$ cat src/hw/lsu_pkg.sv
/*
 * Load/store unit shared types
 * Width typedefs and access size codes used across the pipeline stages
 */

package lsu_pkg;

   //**************************************************************************
   // Widths with a meaning
   //**************************************************************************
   typedef logic [31:0]        data_t;      // Operand, store data, load result
   typedef logic [31:0]        addr_t;      // Byte address
   typedef logic signed [11:0] offset_t;    // Immediate address offset
   typedef logic [3:0]         byte_en_t;   // One bit per byte lane
   typedef logic [1:0]         lane_t;      // Byte offset within a word

   //**************************************************************************
   // Access size codes
   //**************************************************************************
   typedef logic [1:0] lsu_size_t;

   localparam lsu_size_t SIZE_BYTE = 2'd0;
   localparam lsu_size_t SIZE_HALF = 2'd1;
   localparam lsu_size_t SIZE_WORD = 2'd2;

endpackage

$ cat src/hw/lsu_result.sv
/*
 * Result stage
 * Load alignment and extension, error cause selection, output register
 */

`timescale 1ns/1ps

module lsu_result (
   input  logic               clk,
   input  logic               rst_n,
   input  logic               dc2_load_valid,
   input  logic               dc2_unsigned,
   input  logic               dc2_error,
   input  logic               dc2_misaligned,
   input  lsu_pkg::lsu_size_t dc2_size,
   input  lsu_pkg::lane_t     dc2_lane,
   input  lsu_pkg::addr_t     dc2_addr,
   input  lsu_pkg::data_t     dc2_rdata,
   output logic               load_valid,
   output logic               error_valid,
   output logic               error_misaligned,
   output logic               error_access,
   output lsu_pkg::data_t     load_data,
   output lsu_pkg::addr_t     error_addr
);

   lsu_pkg::data_t shifted;
   lsu_pkg::data_t aligned;
   logic           sign_ok;

   assign shifted = dc2_rdata >> {dc2_lane, 3'b000};   // Addressed byte to bit 0
   assign sign_ok = ~dc2_unsigned;

   always_comb begin
      case (dc2_size)
         lsu_pkg::SIZE_BYTE: aligned = {{24{sign_ok & shifted[7]}}, shifted[7:0]};
         lsu_pkg::SIZE_HALF: aligned = {{16{sign_ok & shifted[15]}}, shifted[15:0]};
         default:            aligned = shifted;
      endcase
   end

   //**************************************************************************
   // Output register
   //**************************************************************************
   always_ff @(posedge clk or negedge rst_n) begin
      if (!rst_n) begin
         load_valid       <= 1'b0;
         error_valid      <= 1'b0;
         error_misaligned <= 1'b0;
         error_access     <= 1'b0;
      end else begin
         load_valid       <= dc2_load_valid;
         error_valid      <= dc2_error;
         error_misaligned <= dc2_error & dc2_misaligned;
         error_access     <= dc2_error & ~dc2_misaligned;   // Misaligned wins
      end
   end

   always_ff @(posedge clk) begin
      if (dc2_load_valid) load_data <= aligned;
      if (dc2_error) error_addr <= dc2_addr;
   end

endmodule

$ cat config.mk
export PLATFORM = sky130hd
export DESIGN_NAME = lsu_result
export DESIGN_NICKNAME = d
export VERILOG_FILES = /design/src/hw/lsu_pkg.sv /design/src/hw/lsu_result.sv
export SDC_FILE = /design/constraint.sdc
export NUM_CORES = 1
export LEC_CHECK = 0
export BUFFER_PORTS_ARGS = -buffer_cell sky130_fd_sc_hd__buf_2
export CAP_MARGIN = 20
export CELL_PAD_IN_SITES_DETAIL_PLACEMENT = 1
export CELL_PAD_IN_SITES_GLOBAL_PLACEMENT = 1
export CORE_ASPECT_RATIO = 2
export CORE_MARGIN = 5
export CORE_UTILIZATION = 35
export CTS_CLUSTER_DIAMETER = 200
export DETAILED_ROUTE_END_ITERATION = 6
export PLACE_DENSITY = 0.85
export SYNTH_ARGS = -nofsm -noshare
export SYNTH_HDL_FRONTEND = slang
export SYNTH_SLANG_ARGS = --single-unit
$ cat constraint.sdc
create_clock -name clk -period 0.8 [get_ports clk]
set_clock_uncertainty 0.15 [all_clocks]
set_input_delay 0.08 -clock clk [delete_from_list [all_inputs] [get_ports clk]]
set_output_delay 0.08 -clock clk [all_outputs]
set_load 0.03 [all_outputs]
==> impl_results.md <==
- DRT iter0 DRCs: 124
- Antenna violations before repair: 0
- Fraction of layout cells with a size suffix above 1: 0.641
- Combinational family with the most area after synthesis: compound AO/OA/AOI/OAI gates
- Die Wd: 72.6 um
- Critical setup path kind: in -> reg
- Pins over their slew limit: 0
- Worst-case clock buffer depth: 2
- Core Area: 0.00760 sq mm
- Mux cell area share after synthesis: 0.0777
- RSZ-0062 raised after global routing: true
- Pleak: 2.38 nW
- Buffers added on ports: 141
- Vias in the first global route: 2,874
- Most frequent cells in the layout: buf_6, edfxtp_1, buf_2
- Xor/xnor cell area share of the yosys netlist: 0
- Detail Placement HPWL: 6.96 mm
- Simple-Gate Fraction of Synth Area: 0.0795
- Drt drc: 0
- Adder-cell share of the synthesized area: 0
- Drt wl/cell: 25.8 um
- Starting Density: 0.360
- Hold Worst Slack: -0.227 ns
- Gate Count Post-Synth: 177
- Routability cong.: 0.793
- Max transition margin: 0.813
- Mapped cell area: 0.00274 sq mm
- First-pass GRT wire length: 18.1 mm
- CP max FO: 7
- Syn Nets: 251
- Hold Path Origin: dc2_misaligned
- Worst EP required: 0.72 ns
- Commonest non-fill, non-tap cell in the layout: buf_6
- H-Tree Depth: 3
- Seq cells post-synth: 68
- Worst setup margin: -0.435 ns
- CTS clk-pin slew, worst paths: 0.05 ns
- Setup violations, final: 106
- Ant diodes: 0
- Seq/Total Area, Yosys: 0.738
- Synth Area in Compound Gates: 0.0827
- Min cycle time layout: 1.24 ns
- GRT Resource Usage Total: 0.263
- Yosys warns: 0
- Total CTS buffers: 9
- Switching Share: 0.291
- WHS Endpoint: error_access$_DFF_PN0_
- Hold_buf cts: 34
- Detailed-router iteration count before antenna repair: 4
- Data arrival, critical path: 1.16 ns
- Clock Power Share: 0.329
- CP Capture Type: flop
- Final hold viol count: 18
- P_sw: 3.16 mW
- Final wirelength: 12.9 mm
- Hold/Removal Path Class: in -> reg
- Post-synth cell types: 24
- Tcrit/Tclk final: 1.54
- Root Buffer: clkbuf_16
- Rows: 45
- Overflow after GRT: 0
- Die Height: 135 um
- Status: finished with violations
- Pre-CTS setup slack: -0.840 ns
- Setup_tns: -31.68 ns
- Vias: 2,563
- Crit path launch type: input port
- CTS tree: built
- Power share of the sequential group: 0.411
- Final cell utilization of the core: 0.719
- I/O pin cnt: 142
- Max-cap viol count: 0
- Hold path depth: 2
- Die area: 0.00980 sq mm
- Comb pwr share: 0.260
- Worst-Margin Slew: 0.275 ns
- Vias per cell: 5.15
- Largest net degree at the start of global routing: 28
- Post-route antenna net violation count: 0
- Area growth syn-to-layout: 99.6%
- Fmax: 809 MHz
- Violated checks: negative hold slack, negative setup slack
- Worst VDD drop: 1870 uV
- Nets: 473
- Syn Area/Cell: 15.5 sq um
- PwrDens: 1980 mW/mm^2
- Clk sinks: 68
- Int Power: 7.68 mW
per-stage QoR:
step	cells	cell area, sq um	total power, mW
3_5_place_dp	434	3810	6.22
2_1_floorplan	177	2790	5.40
6_report	498	5470	10.8
5_1_grt	498	5470	11.2
4_1_cts	499	5260	10.5
3_3_place_gp	434	3810	6.15
cell families (layout without fill, tap and decap cells):
family / after synthesis / count (layout)
AO/OA/AOI/OAI: 32 / 32
buffers and inverters: 10 / 237
flip-flops: 68 / 68
multiplexers: 20 / 20
AND/OR/NAND/NOR: 47 / 47
synth_stat cells:
cell / n / share of area
buf_6: 2 / 0.0082
nand2_1: 16 / 0.022
clkbuf_1: 2 / 0.0027
nand3b_1: 1 / 0.0027
buf_2: 3 / 0.0055
mux2i_4: 1 / 0.0082
a21oi_1: 7 / 0.013
o21ai_0: 6 / 0.011
a21boi_2: 1 / 0.0041
o21ai_2: 2 / 0.0064
buf_4: 1 / 0.0027
and2_1: 1 / 0.0023
nor2b_1: 9 / 0.021
o211ai_2: 1 / 0.0046
buf_1: 1 / 0.0014
nand2b_1: 1 / 0.0023
edfxtp_1: 64 / 0.70
dfrtp_1: 4 / 0.037
a311oi_2: 1 / 0.0055
a211oi_1: 14 / 0.038
nor2_1: 18 / 0.025
mux2i_1: 19 / 0.069
inv_1: 1 / 0.0014
nand2b_4: 1 / 0.0050
final cells by class:
class / instances / area [sq um]
timing repair buffer: 220 / 2060
sequential: 68 / 2020
tap: 94 / 118
fill: 686 / 2130
multi-input combinational: 99 / 1010
clock buffer: 13 / 240
clock inverter: 3 / 13.8
inverter: 1 / 3.75
critical path: stages:
cell and delay, ns:
buf_12 0.12, buf_6 0.11, buf_12 0.13, mux2i_1 0.28, nor2_2 0.12, a211oi_4 0.22
nor2_2 0.10
timing repair:
item | CTS | global route
endpoints found under the setup margin | 100 | 120
resized for setup | 207 | 61
endpoints found under the hold margin | 48 | 22
pin swaps | 25 | 14
buffers inserted | 14 | 14
gates cloned | 2 | 0
power groups by stage:
stage                     Sequential [mW]  Clock, mW  Combinational [mW]
after floorplan                      5.05          0               0.346
after global placement               4.40          0                1.75
after detailed placement             4.42          0                1.81
after CTS                            4.43       3.45                2.58
after global routing                 4.48       3.79                2.92
final                                4.45       3.57                2.82
how the worst max path moves through the flow:
stage,start,end,depth (start not counted)
detailed placement,dc2_lane[0],load_data[14]$_DFFE_PP_,5
global placement,dc2_lane[0],load_data[5]$_DFFE_PP_,6
global route,dc2_lane[0],load_data[14]$_DFFE_PP_,7
CTS,load_data[12]$_DFFE_PP_,load_data[12],1
floorplan,dc2_lane[0],load_data[22]$_DFFE_PP_,6
finish,dc2_lane[0],load_data[14]$_DFFE_PP_,7
layer usage:
layer / global-route usage / vias up / wire length (um)
li1: - / 1101 / -
met1: 0.274 / 1274 / 4340
met2: 0.469 / 148 / 6960
met3: 0.0604 / 40 / 893
met4: 0.148 / 0 / 676
met5: 0 / - / 0
state kept, by name, summed over array words and instances, names as in the netlist:
signal and count:
load_data 32, error_valid 1, error_misaligned 1, error_addr 32, error_access 1, load_valid 1
No activity file was read; power rests on OpenSTA's default activity.
