**src/hw/lsu_pkg.sv**
```systemverilog
/*
 * Load/store unit shared types
 * Width typedefs and access size codes used across the pipeline stages
 */

package lsu_pkg;

   //**************************************************************************
   // Widths with a meaning
   //**************************************************************************
   typedef logic [31:0]        data_t;      // Operand, store data, load result
   typedef logic [31:0]        addr_t;      // Byte address
   typedef logic signed [11:0] offset_t;    // Immediate address offset
   typedef logic [3:0]         byte_en_t;   // One bit per byte lane
   typedef logic [1:0]         lane_t;      // Byte offset within a word

   //**************************************************************************
   // Access size codes
   //**************************************************************************
   typedef logic [1:0] lsu_size_t;

   localparam lsu_size_t SIZE_BYTE = 2'd0;
   localparam lsu_size_t SIZE_HALF = 2'd1;
   localparam lsu_size_t SIZE_WORD = 2'd2;

endpackage

```
**src/hw/lsu_decode.sv**
```systemverilog
/*
 * Decode stage
 * Effective address, DCCM region and alignment checks, dc1 packet register
 */

`timescale 1ns/1ps

module lsu_decode #(
   parameter lsu_pkg::addr_t DCCM_BASE       = 32'hF004_0000,
   parameter int             DCCM_INDEX_BITS = 8
) (
   input  logic               clk,
   input  logic               rst_n,
   input  logic               req_valid,
   input  logic               req_load,
   input  logic               req_store,
   input  logic               req_unsigned,
   input  lsu_pkg::lsu_size_t req_size,
   input  lsu_pkg::data_t     rs1,
   input  lsu_pkg::data_t     rs2,
   input  lsu_pkg::offset_t   offset,
   output logic               dc1_valid,
   output logic               dc1_load,
   output logic               dc1_unsigned,
   output logic               dc1_misaligned,
   output logic               dc1_access_fault,
   output lsu_pkg::lsu_size_t dc1_size,
   output lsu_pkg::addr_t     dc1_addr,
   output lsu_pkg::data_t     dc1_wdata
);

   localparam int REGION_LSB = DCCM_INDEX_BITS + 2;   // First bit above the word index

   lsu_pkg::addr_t eff_addr;
   logic           req_ok;
   logic           in_dccm;
   logic           misaligned;

   assign req_ok   = req_valid & (req_load ^ req_store);   // Exactly one of load/store
   assign eff_addr = rs1 + {{20{offset[11]}}, offset};
   assign in_dccm  = (eff_addr[31:REGION_LSB] == DCCM_BASE[31:REGION_LSB]);

   assign misaligned = ((req_size == lsu_pkg::SIZE_HALF) & eff_addr[0]) |
                       ((req_size == lsu_pkg::SIZE_WORD) & (|eff_addr[1:0]));

   //**************************************************************************
   // dc1 packet register
   //**************************************************************************
   always_ff @(posedge clk or negedge rst_n) begin
      if (!rst_n) begin
         dc1_valid <= 1'b0;
      end else begin
         dc1_valid <= req_ok;
      end
   end

   always_ff @(posedge clk) begin
      if (req_ok) begin
         dc1_load         <= req_load;
         dc1_unsigned     <= req_unsigned;
         dc1_misaligned   <= misaligned;
         dc1_access_fault <= ~in_dccm;   // Outside the DCCM window
         dc1_size         <= req_size;
         dc1_addr         <= eff_addr;
         dc1_wdata        <= rs2;
      end
   end

endmodule

```
**config.mk**
```make
export PLATFORM = sky130hd
export DESIGN_NAME = lsu_decode
export DESIGN_NICKNAME = d
export VERILOG_FILES = /design/src/hw/lsu_pkg.sv /design/src/hw/lsu_decode.sv
export SDC_FILE = /design/constraint.sdc
export NUM_CORES = 1
export LEC_CHECK = 0
export BUFFER_PORTS_ARGS = -buffer_cell sky130_fd_sc_hd__buf_2
export CAP_MARGIN = 25
export CORE_UTILIZATION = 30
export CTS_CLUSTER_SIZE = 40
export DETAILED_ROUTE_END_ITERATION = 6
export MAX_ROUTING_LAYER = met4
export PLACE_DENSITY = 0.58
export SETUP_SLACK_MARGIN = 0.02
export SKIP_LAST_GASP = 1
export SYNTH_ARGS = -nofsm -noshare
export SYNTH_HDL_FRONTEND = slang
export SYNTH_SLANG_ARGS = --single-unit
```
**constraint.sdc**
```tcl
create_clock -name clk -period 0.8 [get_ports clk]
set_input_delay 0.08 -clock clk [delete_from_list [all_inputs] [get_ports clk]]
set_output_delay 0.08 -clock clk [all_outputs]
set_load 0.03 [all_outputs]
```
==> impl_table.tex <==
\begin{tabular}{lr}
\hline
Metric & Value \\
\hline
\multicolumn{2}{l}{\textbf{Status}} \\
Result of the run & complete, but fails checks \\
Violations in the final reports & negative setup slack \\
\multicolumn{2}{l}{\textbf{Power}} \\
Relative contribution of combinational cells to total power & 41.2\% \\
Proportion of power drawn by flip-flops and latches & 33.9\% \\
P\_int & 9.85 mW \\
Maximum VDD drop & 0.817 mV \\
Power density over the cells & 1770 nW/µm² \\
Sw Ratio & 31.4\% \\
Pleak & 3.50 nW \\
Portion of total power attributed to the clock network & 24.9\% \\
Switching power summed over all nets & 4.51 mW \\
\multicolumn{2}{l}{\textbf{Floorplanning}} \\
Ports placed on the boundary & 155 \\
Total Die Area & 13800 µm² \\
Die height & 118 µm \\
Starting density of the core & 31.2\% \\
CORE AREA & 12800 µm² \\
Die Width & 118 µm \\
Row count & 41 \\
\multicolumn{2}{l}{\textbf{CTS}} \\
CTS tree & built \\
Clock buffer depth & 2 \\
Clock Pin Slew Worst Setup and Hold Paths & 0.06 ns \\
Clock root buffer & clkbuf\_16 \\
Clock buffer count from CTS & 9 \\
H-tree depth reported by CTS & 3 \\
Clk sinks & 71 \\
\multicolumn{2}{l}{\textbf{Timing}} \\
Final worst setup slack & -1.82 ns \\
Share of the clock period used by the worst path & 327\% \\
Unrepaired setup endpoints after global routing & true \\
Final slew viol count & 0 \\
Headroom to the max-slew limit & 73.1\% \\
Fmax & 382 MHz \\
Min cycle time layout & 2.62 ns \\
Final Hold Vio Count & 0 \\
Actual transition at the worst max-transition pin & 0.399 ns \\
Final setup violation count & 124 \\
\multicolumn{2}{l}{\textbf{Min path}} \\
Worst Hold End & dc1\_load \\
Hold path startpoint & req\_load \\
Hold/Removal Path Class & primary input to register \\
Hold Crit Depth & 2 \\
\multicolumn{2}{l}{\textbf{Drt}} \\
Wire length per cell after detailed routing & 16.7 µm \\
Avg Vias per Cell & 4.77 \\
Total via count after detailed routing & 4110 \\
Number of routed nets with antenna violations & 0 \\
Drt total wl & 14.4 mm \\
Iteration-0 DRC count of the detailed router & 263 \\
Number of optimization iterations in the first detailed-route pass & 4 \\
Number of remaining DRC errors & 0 \\
\multicolumn{2}{l}{\textbf{Layout}} \\
Filler instances & 891 \\
Area used by multi-input combinational logic & 2440 µm² \\
Post-route insts no fill & 862 \\
Fraction of layout cells with a size suffix above 1 & 60.3\% \\
Synthesis-to-layout area growth & 102\% \\
Post-layout instance area & 8110 µm² \\
Number of antenna cells inserted & 0 \\
Reg area & 2130 µm² \\
Nets & 801 \\
\multicolumn{2}{l}{\textbf{Logic synthesis}} \\
Synth area leader & edfxtp\_1 \\
Post-Synthesis Mean Instance Area & 11.8 µm² \\
Most instantiated cells after synthesis & edfxtp\_1, a21oi\_1, ha\_1, nand2\_1 \\
Fraction of post-synthesis cell area in the top cell type by area & 52.5\% \\
Post-Syn Area & 4010 µm² \\
Post-synthesis instance total & 340 \\
Prevailing post-synth register cell & edfxtp\_1 \\
Most used standard cell by instance count after synthesis & edfxtp\_1 \\
Most area-consuming cells after synthesis & edfxtp\_1, ha\_1, xnor2\_1 \\
Yosys warning total & 0 \\
Register area share after synthesis & 53.1\% \\
Async SR Flop Fraction & 1.41\% \\
Number of unique standard cell types used by synthesis & 58 \\
Syn Nets & 456 \\
Count of flip-flops with a built-in enable after synthesis & 70 \\
Flop and latch count out of synthesis & 71 \\
\multicolumn{2}{l}{\textbf{Global routing}} \\
Total global routing overflow & 0 \\
Via count of the first global-routing pass & 4149 \\
Maximum number of pins on one net before global-route repair & 38 \\
Number of antenna violations at the first check in global routing & 0 \\
First-pass GRT wire length & 20.9 mm \\
Overall global routing resource usage & 19.5\% \\
\multicolumn{2}{l}{\textbf{Placed design}} \\
Placed Instances & 784 \\
Worst setup timing slack at the placement stage & -2.21 ns \\
Placed cell area & 6100 µm² \\
Post-DP HPWL & 9.33 mm \\
IO Port Bufs & 154 \\
GP Congestion & 0.864 \\
\multicolumn{2}{l}{\textbf{Worst setup path}} \\
Category of the worst setup path capture point & register \\
Kind of cell adding the most delay to the critical path & compound AO/OA/AOI/OAI gates \\
Critical Path RT & 0.85 ns \\
Type of the worst setup path & primary input to register \\
Buf+Inv Stages, Crit Path & 1 \\
Highest net fanout along the worst path & 4 \\
Max stage delay cell, worst path & or4\_1 \\
CP max stage delay & 0.41 ns \\
Data arrival time of the critical path & 2.66 ns \\
Startpoint kind of the worst setup timing path & primary input \\
Cell-by-cell trace of the critical path & buf\_6 > ha\_4 > fa\_2 > a21o\_1 > a221o\_1 > a211oi\_2 > o21bai\_1 > a21oi\_2 > xnor2\_2 > or4\_1 > nor4\_1 > nand4bb\_1 \\
\multicolumn{2}{l}{\textbf{Job}} \\
Max\_cap viols & 0 \\
\hline
\end{tabular}
## routing by layer
metal	wire length (µm)	part of all wire, %	global-route usage [%]	up-vias
li1	-	-	-	2010
met1	5740	40	22.6	1942
met2	7750	54	34.5	150
met3	789	5.5	3.97	8
met4	104	0.72	4.49	0
met5	0	0	-	-
## through the flow
step	power (mW)	TNS [ns]	util, %	hold WS (ns)
floorplan	7.21	-58.02	-	-0.216
CTS	13.8	-40.01	59.5	0.0466
global route	15.0	-45.02	63.2	0.0403
finish	14.4	-40.88	63.2	0.0480
global placement	9.14	-61.62	47.6	-0.127
detailed placement	9.19	-61.90	47.6	-0.128
## timing repair
item,CTS,global route
endpoints found under the setup margin,102,172
endpoints found under the hold margin,36,0
resized for setup,202,45
hold buffers,36,0
gates cloned,1,9
pin swaps,41,15
buffers inserted,14,6
## cell families (layout without fill, tap and decap cells)
group                      Yosys count  in the layout  synth area share [%]
adders and majority gates           32             32                  10.2
AOI/OAI and AO/OA                   92             92                  15.7
buffers and inverters               15            365                  1.66
and+or+nand+nor                    103            103                  13.4
muxes                                1              1                 0.250
xor gates and xnor gates            26             26                  5.69
DFF                                 71             71                  53.1
## layout make-up
cell class                      instances  area share, %
Clock buffer                            9           2.78
Clock inverter                          7          0.587
Inverter                                4          0.185
Multi-Input combinational cell        254           30.1
Sequential cell                        71           26.2
Tap cell                              172           2.66
Timing Repair Buffer                  345           37.5
## state kept, by name (all words and copies together) (netlist names)
name,flops
dc1_addr,32
dc1_wdata,32
dc1_size,2
dc1_access_fault,1
dc1_load,1
dc1_misaligned,1
dc1_unsigned,1
dc1_valid,1
## worst max path at each step
| stage | endpoint | cells after the start | from | slack, ns |
|---|---|---|---|---|
| after detailed placement | dc1_access_fault | 11 | offset[11] | -2.21 |
| after CTS | dc1_access_fault | 12 | rs1[0] | -1.79 |
| after global routing | dc1_access_fault | 12 | rs1[0] | -1.93 |
| after floorplan | dc1_access_fault | 11 | offset[0] | -1.84 |
| final | dc1_access_fault | 12 | rs1[0] | -1.82 |
| after global placement | dc1_access_fault | 12 | offset[0] | -2.16 |
## power groups by stage
stage                     combinational [mW]  clock, mW  sequential, mW
after global placement                  4.34          0            4.80
after floorplan                         1.54          0            5.67
after global routing                    6.28       3.77            4.91
after CTS                               5.35       3.62            4.85
final                                   5.92       3.58            4.87
after detailed placement                4.37          0            4.82
## placed cells by master, fill, tap and decap left out, types with 4 or more instances in the layout
master | synthesis | layout
xnor2_1 | 19 | 8
nor2_2 | 0 | 5
buf_6 | 0 | 85
buf_4 | 1 | 133
o21ai_0 | 11 | 6
clkbuf_16 | 0 | 15
edfxtp_1 | 70 | 70
a21oi_1 | 33 | 16
a21oi_4 | 0 | 4
buf_2 | 5 | 75
a21o_1 | 10 | 10
nand4_1 | 5 | 5
nor2_1 | 19 | 13
a21oi_2 | 1 | 14
nor3_1 | 9 | 6
nand3_1 | 10 | 8
ha_4 | 0 | 16
and2_4 | 0 | 4
o21a_1 | 4 | 4
buf_8 | 0 | 4
nand2_1 | 27 | 24
xor2_1 | 7 | 6
buf_12 | 0 | 4
ha_1 | 31 | 15
and3_1 | 9 | 9
xnor2_2 | 0 | 10
dlygate4sd3_1 | 0 | 36
No activity file was read; power rests on OpenSTA's default activity.
